### src/include/dcache_params.svh
// Cache geometry macros for ways, sets, chips per line, word width and tag width
`ifndef DCACHE_PARAMS_SVH
`define DCACHE_PARAMS_SVH

// Number of ways, every way is a full copy of status, tag and data memories
`define DC_WAYS 2

// Set index width, 32 sets per way
`define DC_SETS_LOG2 5

// Word select inside a line, each word lives in its own memory chip
`define DC_CHIPS_LOG2 2

// Width of one data word and of one chip
`define DC_WORD_BITS 32

// Stored tag width
`define DC_TAG_BITS 20

// Bytes per word, one byte enable per byte
`define DC_BYTES (`DC_WORD_BITS / 8)

`endif

### src/hw/dcache_pkg.sv
// Cache package with width typedefs, the field enable struct and the cache packet struct
`include "dcache_params.svh"

package dcache_pkg;

    // ----------------------------------------
    // Plain vectors with a meaning
    // ----------------------------------------

    // Set index shared by all three memories of a way
    typedef logic [`DC_SETS_LOG2-1:0] index_t;

    // Selects one word (one chip) of a cache line
    typedef logic [`DC_CHIPS_LOG2-1:0] chip_sel_t;

    typedef logic [`DC_TAG_BITS-1:0] tag_t;

    typedef logic [`DC_WORD_BITS-1:0] word_t;

    // One bit per byte of a word
    typedef logic [`DC_BYTES-1:0] byte_en_t;

    // Way number, needs at least two ways to be non-empty
    typedef logic [$clog2(`DC_WAYS)-1:0] way_t;

    // ----------------------------------------
    // Structs travelling between the blocks
    // ----------------------------------------

    // Chooses which memories of a way take part in an access
    typedef struct packed {
        logic valid;
        logic dirty;
        logic tag;
        logic data;
    } enable_t;

    // Everything stored for one word of a line, 54 bits
    typedef struct packed {
        logic  valid;
        logic  dirty;
        tag_t  tag;
        word_t word;
    } packet_t;

endpackage : dcache_pkg

### src/hw/way_port_if.sv
// Interface carrying the maintenance port and the lookup port between the top and one way
`timescale 1ns/1ps

interface way_port_if;

    // ----------------------------------------
    // Port 0, read and write
    // ----------------------------------------
    dcache_pkg::enable_t   p0_enable;
    dcache_pkg::chip_sel_t p0_chip;
    dcache_pkg::byte_en_t  p0_byte_en;
    dcache_pkg::index_t    p0_index;
    dcache_pkg::packet_t   p0_packet_in;
    logic                  p0_write;
    logic                  p0_read;
    // Status and tag only, the word field is always zero
    dcache_pkg::packet_t   p0_packet_out;

    // ----------------------------------------
    // Port 1, read only
    // ----------------------------------------
    dcache_pkg::enable_t   p1_enable;
    dcache_pkg::chip_sel_t p1_chip;
    dcache_pkg::index_t    p1_index;
    logic                  p1_read;
    dcache_pkg::packet_t   p1_packet_out;

    // The top level side drives the requests
    modport ctrl (
        output p0_enable, p0_chip, p0_byte_en, p0_index, p0_packet_in, p0_write, p0_read,
        output p1_enable, p1_chip, p1_index, p1_read,
        input  p0_packet_out, p1_packet_out
    );

    // The way side answers them
    modport way (
        input  p0_enable, p0_chip, p0_byte_en, p0_index, p0_packet_in, p0_write, p0_read,
        input  p1_enable, p1_chip, p1_index, p1_read,
        output p0_packet_out, p1_packet_out
    );

endinterface : way_port_if

### src/hw/cache_block.sv
// Data memory of one way, banked into word-wide chips with byte writes and chip-selected reads
`timescale 1ns/1ps
`include "dcache_params.svh"

module cache_block (
    input  logic                  clk_i,

    // Port 0, write only towards the data chips
    input  dcache_pkg::chip_sel_t p0_chip_i,
    input  dcache_pkg::index_t    p0_index_i,
    input  dcache_pkg::byte_en_t  p0_byte_en_i,
    input  dcache_pkg::word_t     p0_word_i,
    input  logic                  p0_we_i,

    // Port 1, read only
    input  dcache_pkg::chip_sel_t p1_chip_i,
    input  dcache_pkg::index_t    p1_index_i,
    input  logic                  p1_re_i,
    output dcache_pkg::word_t     p1_word_o
);

    localparam int SETS  = 1 << `DC_SETS_LOG2;
    localparam int CHIPS = 1 << `DC_CHIPS_LOG2;
    localparam int BYTES = `DC_BYTES;

    // Read register of every chip, gathered for the output mux
    logic [CHIPS-1:0][`DC_WORD_BITS-1:0] chip_words;

    // Remembers which chip port 1 read last, it steers the output
    dcache_pkg::chip_sel_t chip_q;

    // ----------------------------------------
    // One memory per chip
    // ----------------------------------------
    for (genvar c = 0; c < CHIPS; c++) begin : g_chip

        // Holds word c of every line
        dcache_pkg::word_t mem [SETS];
        dcache_pkg::word_t rd_q;

        // Only the addressed chip sees the write, and only its enabled bytes change
        always_ff @(posedge clk_i) begin
            if (p0_we_i && (p0_chip_i == dcache_pkg::chip_sel_t'(c))) begin
                for (int b = 0; b < BYTES; b++) begin
                    if (p0_byte_en_i[b]) begin
                        mem[p0_index_i][b*8 +: 8] <= p0_word_i[b*8 +: 8];
                    end
                end
            end
        end

        // Reading just the selected chip keeps the other banks idle
        always_ff @(posedge clk_i) begin
            if (p1_re_i && (p1_chip_i == dcache_pkg::chip_sel_t'(c))) begin
                rd_q <= mem[p1_index_i];
            end
        end

        assign chip_words[c] = rd_q;
    end

    // The select is registered with the read so it lines up with the chip outputs
    always_ff @(posedge clk_i) begin
        if (p1_re_i) begin
            chip_q <= p1_chip_i;
        end
    end

    assign p1_word_o = chip_words[chip_q];

    // A data write with no byte enabled means the caller built a broken request
    a_mask_nonzero : assert property (
        @(posedge clk_i) p0_we_i |-> (p0_byte_en_i != '0)
    );

endmodule : cache_block

### src/hw/cache_way.sv
// One cache way joining its status, tag and data memories behind a two-port interface
`timescale 1ns/1ps

module cache_way (
    input  logic    clk_i,
    input  logic    arst_n_i,
    input  logic    enable_way_i,
    way_port_if.way bus
);

    // Write strobe of this way only, reads are not gated by the way select
    logic p0_write;

    // Fields coming back from the memories
    logic              p0_valid;
    logic              p0_dirty;
    dcache_pkg::tag_t  p0_tag;
    logic              p1_valid;
    logic              p1_dirty;
    dcache_pkg::tag_t  p1_tag;
    dcache_pkg::word_t p1_word;

    assign p0_write = bus.p0_write & enable_way_i;

    // ----------------------------------------
    // Memories of the way
    // ----------------------------------------

    // Each memory only moves when its enable bit is set in the request
    status_memory u_status (
        .clk_i         (clk_i),
        .arst_n_i      (arst_n_i),
        .p0_index_i    (bus.p0_index),
        .p0_valid_i    (bus.p0_packet_in.valid),
        .p0_dirty_i    (bus.p0_packet_in.dirty),
        .p0_valid_we_i (p0_write & bus.p0_enable.valid),
        .p0_dirty_we_i (p0_write & bus.p0_enable.dirty),
        .p0_valid_re_i (bus.p0_read & bus.p0_enable.valid),
        .p0_dirty_re_i (bus.p0_read & bus.p0_enable.dirty),
        .p0_valid_o    (p0_valid),
        .p0_dirty_o    (p0_dirty),
        .p1_index_i    (bus.p1_index),
        // Port 1 reads its status on its own strobe
        .p1_valid_re_i (bus.p1_read & bus.p1_enable.valid),
        .p1_dirty_re_i (bus.p1_read & bus.p1_enable.dirty),
        .p1_valid_o    (p1_valid),
        .p1_dirty_o    (p1_dirty)
    );

    tag_memory u_tag (
        .clk_i      (clk_i),
        .p0_index_i (bus.p0_index),
        .p0_tag_i   (bus.p0_packet_in.tag),
        .p0_we_i    (p0_write & bus.p0_enable.tag),
        .p0_re_i    (bus.p0_read & bus.p0_enable.tag),
        .p0_tag_o   (p0_tag),
        .p1_index_i (bus.p1_index),
        .p1_re_i    (bus.p1_read & bus.p1_enable.tag),
        .p1_tag_o   (p1_tag)
    );

    // The data chips have no port 0 read path
    cache_block u_block (
        .clk_i        (clk_i),
        .p0_chip_i    (bus.p0_chip),
        .p0_index_i   (bus.p0_index),
        .p0_byte_en_i (bus.p0_byte_en),
        .p0_word_i    (bus.p0_packet_in.word),
        .p0_we_i      (p0_write & bus.p0_enable.data),
        .p1_chip_i    (bus.p1_chip),
        .p1_index_i   (bus.p1_index),
        .p1_re_i      (bus.p1_read & bus.p1_enable.data),
        .p1_word_o    (p1_word)
    );

    // Port 0 word reads as zero
    assign bus.p0_packet_out = '{valid: p0_valid, dirty: p0_dirty, tag: p0_tag, word: '0};
    assign bus.p1_packet_out = '{valid: p1_valid, dirty: p1_dirty, tag: p1_tag, word: p1_word};

    // Port 0 is a single port, a read and a write cannot share one edge
    a_p0_exclusive : assert property (
        @(posedge clk_i) disable iff (!arst_n_i) !(bus.p0_write && bus.p0_read)
    );

endmodule : cache_way

### src/hw/status_memory.sv
// Valid and dirty bit arrays with asynchronous reset, one read/write port and one read port
`timescale 1ns/1ps
`include "dcache_params.svh"

module status_memory (
    input  logic                clk_i,
    input  logic                arst_n_i,

    // Port 0, read and write
    input  dcache_pkg::index_t  p0_index_i,
    input  logic                p0_valid_i,
    input  logic                p0_dirty_i,
    input  logic                p0_valid_we_i,
    input  logic                p0_dirty_we_i,
    input  logic                p0_valid_re_i,
    input  logic                p0_dirty_re_i,
    output logic                p0_valid_o,
    output logic                p0_dirty_o,

    // Port 1, read only
    input  dcache_pkg::index_t  p1_index_i,
    input  logic                p1_valid_re_i,
    input  logic                p1_dirty_re_i,
    output logic                p1_valid_o,
    output logic                p1_dirty_o
);

    localparam int SETS = 1 << `DC_SETS_LOG2;

    // One bit per set, these must come up cleared so nothing hits after reset
    logic [SETS-1:0] valid_q;
    logic [SETS-1:0] dirty_q;

    // Both bits write and read on their own enables
    // Reads sample the array before the write of the same edge lands, so they see old data
    always_ff @(posedge clk_i or negedge arst_n_i) begin
        if (!arst_n_i) begin
            valid_q    <= '0;
            dirty_q    <= '0;
            p0_valid_o <= 1'b0;
            p0_dirty_o <= 1'b0;
            p1_valid_o <= 1'b0;
            p1_dirty_o <= 1'b0;
        end else begin
            if (p0_valid_we_i) valid_q[p0_index_i] <= p0_valid_i;
            if (p0_dirty_we_i) dirty_q[p0_index_i] <= p0_dirty_i;
            // Outputs that are not read hold their last value
            if (p0_valid_re_i) p0_valid_o <= valid_q[p0_index_i];
            if (p0_dirty_re_i) p0_dirty_o <= dirty_q[p0_index_i];
            if (p1_valid_re_i) p1_valid_o <= valid_q[p1_index_i];
            if (p1_dirty_re_i) p1_dirty_o <= dirty_q[p1_index_i];
        end
    end

    // An unknown index on a write would corrupt status bits of unrelated sets
    a_index_known : assert property (
        @(posedge clk_i) disable iff (!arst_n_i)
        (p0_valid_we_i || p0_dirty_we_i) |-> !$isunknown(p0_index_i)
    );

endmodule : status_memory

### src/hw/tag_memory.sv
// Tag array with registered outputs, one read/write port and one read port
`timescale 1ns/1ps
`include "dcache_params.svh"

module tag_memory (
    input  logic                clk_i,

    // Port 0, read and write
    input  dcache_pkg::index_t  p0_index_i,
    input  dcache_pkg::tag_t    p0_tag_i,
    input  logic                p0_we_i,
    input  logic                p0_re_i,
    output dcache_pkg::tag_t    p0_tag_o,

    // Port 1, read only
    input  dcache_pkg::index_t  p1_index_i,
    input  logic                p1_re_i,
    output dcache_pkg::tag_t    p1_tag_o
);

    localparam int SETS = 1 << `DC_SETS_LOG2;

    // Behaves like a simple dual-port block RAM, so there is no reset
    dcache_pkg::tag_t mem [SETS];

    // ----------------------------------------
    // Port 0
    // ----------------------------------------

    // The read register takes the stored tag before this edge's write
    always_ff @(posedge clk_i) begin
        if (p0_we_i) begin
            mem[p0_index_i] <= p0_tag_i;
        end
        if (p0_re_i) begin
            p0_tag_o <= mem[p0_index_i];
        end
    end

    // ----------------------------------------
    // Port 1
    // ----------------------------------------

    // A lookup racing a port 0 write to the same set returns the old tag
    always_ff @(posedge clk_i) begin
        if (p1_re_i) begin
            p1_tag_o <= mem[p1_index_i];
        end
    end

endmodule : tag_memory

### src/flat_wrapper.sv
// flat-port wrapper written by rule: the top's interface ports become plain ports
module cache_way_flat 
  (clk_i, arst_n_i, enable_way_i, bus_p0_enable, bus_p0_chip, bus_p0_byte_en, bus_p0_index, bus_p0_packet_in, bus_p0_write, bus_p0_read, bus_p1_enable, bus_p1_chip, bus_p1_index, bus_p1_read, bus_p0_packet_out, bus_p1_packet_out);
  way_port_if bus_i ();
  input  logic clk_i;
  input  logic arst_n_i;
  input  logic enable_way_i;
  input wire logic [$bits(bus_i.p0_enable)-1:0] bus_p0_enable;
  input wire logic [$bits(bus_i.p0_chip)-1:0] bus_p0_chip;
  input wire logic [$bits(bus_i.p0_byte_en)-1:0] bus_p0_byte_en;
  input wire logic [$bits(bus_i.p0_index)-1:0] bus_p0_index;
  input wire logic [$bits(bus_i.p0_packet_in)-1:0] bus_p0_packet_in;
  input wire logic [$bits(bus_i.p0_write)-1:0] bus_p0_write;
  input wire logic [$bits(bus_i.p0_read)-1:0] bus_p0_read;
  input wire logic [$bits(bus_i.p1_enable)-1:0] bus_p1_enable;
  input wire logic [$bits(bus_i.p1_chip)-1:0] bus_p1_chip;
  input wire logic [$bits(bus_i.p1_index)-1:0] bus_p1_index;
  input wire logic [$bits(bus_i.p1_read)-1:0] bus_p1_read;
  output wire logic [$bits(bus_i.p0_packet_out)-1:0] bus_p0_packet_out;
  output wire logic [$bits(bus_i.p1_packet_out)-1:0] bus_p1_packet_out;
  assign bus_i.p0_enable = bus_p0_enable;
  assign bus_i.p0_chip = bus_p0_chip;
  assign bus_i.p0_byte_en = bus_p0_byte_en;
  assign bus_i.p0_index = bus_p0_index;
  assign bus_i.p0_packet_in = bus_p0_packet_in;
  assign bus_i.p0_write = bus_p0_write;
  assign bus_i.p0_read = bus_p0_read;
  assign bus_i.p1_enable = bus_p1_enable;
  assign bus_i.p1_chip = bus_p1_chip;
  assign bus_i.p1_index = bus_p1_index;
  assign bus_i.p1_read = bus_p1_read;
  assign bus_p0_packet_out = bus_i.p0_packet_out;
  assign bus_p1_packet_out = bus_i.p1_packet_out;
  cache_way u_core (.clk_i(clk_i), .arst_n_i(arst_n_i), .enable_way_i(enable_way_i), .bus(bus_i));
endmodule
### config.mk
export PLATFORM = sky130hd
export DESIGN_NAME = cache_way_flat
export DESIGN_NICKNAME = d
export VERILOG_FILES = /design/src/hw/dcache_pkg.sv /design/src/hw/way_port_if.sv /design/src/hw/cache_block.sv /design/src/hw/cache_way.sv /design/src/hw/status_memory.sv /design/src/hw/tag_memory.sv /design/src/flat_wrapper.sv
export VERILOG_INCLUDE_DIRS = /design/src /design/src/include
export SDC_FILE = /design/constraint.sdc
export NUM_CORES = 2
export LEC_CHECK = 0
export BUFFER_PORTS_ARGS = -buffer_cell sky130_fd_sc_hd__buf_2
export CAP_MARGIN = 0
export CORE_UTILIZATION = 40
export DETAILED_ROUTE_END_ITERATION = 12
export PLACE_DENSITY = 0.57
export SYNTH_ARGS = -nofsm -noshare
export SYNTH_HDL_FRONTEND = slang
export SYNTH_HIERARCHICAL = 1
export SYNTH_MEMORY_MAX_BITS = 65536
export SYNTH_SLANG_ARGS = --single-unit
### constraint.sdc
create_clock -name clk_i -period 1.6 [get_ports clk_i]
set_input_delay 0.24 -clock clk_i [delete_from_list [all_inputs] [get_ports clk_i]]
set_output_delay 0.24 -clock clk_i [all_outputs]
set_load 0.02 [all_outputs]
==> impl_metrics.json <==
{
  "path_max_fanout": 8,
  "dp_hpwl_um": 368000,
  "criticalPathCategory": "reg2out",
  "cts_tree": "built",
  "max_freq_mhz": 334,
  "fin_nets": 11200,
  "layout.area.seq_um2": 149000,
  "antenna_found_initial": 57,
  "m1WireLength_um": 223000,
  "io_pins": 194,
  "final-hold-violation-count": 0,
  "slew_violations": 0,
  "htreeDepth": 6,
  "finalSetupViolations": 84,
  "num_rows": 255,
  "fillCellCount": 38700,
  "finalWorstSetupSlack_ns": -1.39,
  "viasPerCell": 5.75,
  "ys_warn_count": 6,
  "drive_above_1_share_pct": 36.8,
  "highest_layer": "met5",
  "pre_cts_slack_ns": -1.49,
  "synth_area_um2": 195000,
  "clockBufferDepth": 4,
  "wl_met3_um": 45100,
  "numCtsBuffers": 529,
  "fin_util_pct": 49.4,
  "clk_latency_ns": 1.07,
  "start_util_pct": 40.3,
  "synthArstFlopShare_pct": 1.37,
  "synthDistinctLibCells": 43,
  "maxCapViolCount": 0,
  "clk_pin_slew_worst_paths_ns": 0.06,
  "rsz0062_at_grt": "yes",
  "end_kind": "output pin",
  "drcViolationCount": 0,
  "wl_met2_um": 274000,
  "cts-root-buf": "clkbuf_16",
  "synthFlopType": "edfxtp_1",
  "p_leak_nw": 78.7,
  "slew_headroom_pct": 35.5,
  "grt_overflow": 0,
  "multi_input_area_um2": 43700,
  "clock_sinks": 4974,
  "portBuffers": 161,
  "worstMarginPinSlew_ns": 0.962,
  "critPathRequiredTime_ns": 1.36,
  "grt_pass1_vias": 106000,
  "cp.arrival_ns": 2.75,
  "drtAntennaViolNets": 0,
  "period_share_pct": 187,
  "power_density_nw_per_um2": 1180,
  "layout-area-overhead-vs-synth_pct": 22.7,
  "grt_pass1_wl_um": 794000,
  "startpoint_type": "flop",
  "synth_cells": 9109,
  "hold_slack_ns": 0.0740,
  "die_w_um": 700,
  "drt_iter0_drc": 11900,
  "avgSynthCellArea_um2": 21.4,
  "hold_class": "in2reg",
  "dieArea_um2": 489000,
  "detail_route.wl_per_cell_um": 31.2,
  "vias": 103000,
  "grt_usage_pct": 22.5,
  "yosysSeqAreaShare_pct": 76.6,
  "ir_worst_vdd_uv": 1240,
  "totalWireLength_um": 560000,
  "clock_skew_ns": 0.0841,
  "run_status": "finished with violations",
  "die_y_um": 700,
  "fin_crit_ns": 2.99,
  "place_congestion": 0.834,
  "grt_max_degree": 129,
  "ys_ff_latch": 4974,
  "synth-edff-count": 4906,
  "dr.pass1.iters": 6,
  "violations": "setup timing",
  "core_area_um2": 483000
}
[cell usage after synthesis (2+ instances only)]
cell       instances  area (µm²)
nor2b_1           23         144
and3b_1            2        17.5
a22o_1            40         350
and3_1             9        56.3
nand3_1           55         275
mux2_2            66         743
a22oi_1          165        1240
nor3b_1            6        45.0
buf_2            188         941
mux4_1            11         289
buf_4            113         848
or2_2              3        18.8
buf_1             54         203
a211oi_1           6        45.0
clkbuf_4          16         120
nor2_1           630        2360
edfxtp_1        4906      147000
or3b_2             4        35.0
a31oi_1           22         138
nor3_1            22         110
mux4_2          1229       27700
clkbuf_1         202         758
dfrtp_1           68        1700
nand2b_1           8        50.1
and2_1            11        68.8
or3_1              3        18.8
a2111oi_2          2        30.0
o211ai_1           2        15.0
a21oi_1           42         210
nand2_1          109         409
nand4_1           44         275
nand3b_1          10        75.1
nor4_1           129         807
buf_6             56         631
mux2i_1          338        3380
o22ai_1          508        3180
[sequential cells by signal, summed over array words and instances (netlist names), 2 cells and up]
register                    cells
u_core/u_block/chip_q           2
u_core/u_block/g_chip.mem    4096
u_core/u_block/g_chip.rd_q    128
u_core/u_status/dirty_q        32
u_core/u_status/valid_q        32
u_core/u_tag/mem              640
u_core/u_tag/p0_tag_o          20
u_core/u_tag/p1_tag_o          20
[where the power goes]
group          internal (mW)  switching (mW)  total [mW]  leakage [nW]
Sequential               144           0.301         144          45.0
Combinational           7.10            9.36        16.5          25.4
Clock                   69.6            51.0         121          8.24
[area by class of cell]
type                       instances  share of cell area [%]
sequential                      4974                    62.4
clock buffer                     656                    5.89
antenna                           13                  0.0136
timing repair buffer            2056                    8.83
multi-input combinational       3536                    18.3
tap                             6425                    3.37
clock inverter                   297                    1.20
[through the flow]
step	setup TNS [ns]	std cells	power (mW)	instance area [µm²]
finish	-56.15	18000	281	239000
global route	-60.92	17900	288	239000
CTS	-62.16	17900	283	238000
detailed placement	-3866.91	16900	162	219000
global placement	-3811.29	16900	162	219000
floorplan	-946.71	9140	154	195000
[cells in the final DEF (no fill, tap or decap), drive strengths merged, types with 3 or more instances in the layout]
cell type    count
and2            11
a22oi          165
mux2            66
mux2i          338
nand2b           8
nor3b            6
clkinvlp        15
nor2b           23
bufinv          42
nand2          110
clkinv         211
and3             9
conb            32
nand4           44
dfrtp           68
a21oi           42
clkbuf         657
or3b             4
or2              3
o22ai          508
edfxtp        4906
nor4           129
nor3            22
nand3           55
buf           1968
nand3b          10
a22o            40
a31oi           22
nor2           631
inv             29
diode           13
or3              3
dlygate4sd3     86
a211oi           6
mux4          1240
[worst max-delay path, cell delays in order (launching register included)]
cell and delay, ns:
edfxtp_1 0.37, buf_6 0.12, buf_4 0.23, mux4_2 0.72, buf_6 0.21
[logic make-up (layout without fill, tap and decap cells)]
group | after synthesis | count (layout) | synth area share, %
flops | 4974 | 4974 | 76.6
mux | 1644 | 1644 | 16.5
simple gates | 1069 | 1070 | 2.45
compound gates | 790 | 790 | 2.69
buf+inv | 631 | 3009 | 1.82
other cells | 1 | 45 | 0.00193
[timing repair]
item,4_1_cts,5_1_grt
pin swaps,43,39
setup buffers,12,12
endpoints found under the hold margin,5638,0
hold buffers,87,0
gates cloned,1,1
gates resized for setup,256,102
endpoints found under the setup margin,644,442
[final timing paths]
path / endpoint / slack, ns / depth (start not counted) / from
worst max-delay path: bus_p1_packet_out[17] / -1.39 / 4 / u_core/u_block/chip_q[0]$_DFFE_PP_
min in group asynchronous: u_core/u_status/p1_dirty_o$_DFFE_PN0P_ / 0.31 / 4 / arst_n_i
worst min-delay path: u_core/u_status/p0_dirty_o$_DFFE_PN0P_ / 0.07 / 5 / bus_p0_index[3]
max in group asynchronous: u_core/u_status/valid_q[31]$_DFFE_PN0P_ / 0.93 / 4 / arst_n_i
worst max register to register: u_core/u_status/p1_valid_o$_DFFE_PN0P_ / -0.27 / 5 / u_core/u_status/valid_q[3]$_DFFE_PN0P_
worst min register to register: u_core/u_status/valid_q[14]$_DFFE_PN0P_ / 0.53 / 1 / u_core/u_status/valid_q[14]$_DFFE_PN0P_
[routing by layer]
| metal | global-route usage [%] | vias to the layer above |
|---|---|---|
| li1 | - | 42600 |
| met2 | 37.0 | 4420 |
| met5 | 0 | - |
| met4 | 6.67 | 30 |
| met3 | 4.18 | 857 |
| met1 | 30.8 | 55400 |
Note: power is estimated with default switching activity, not from simulation.
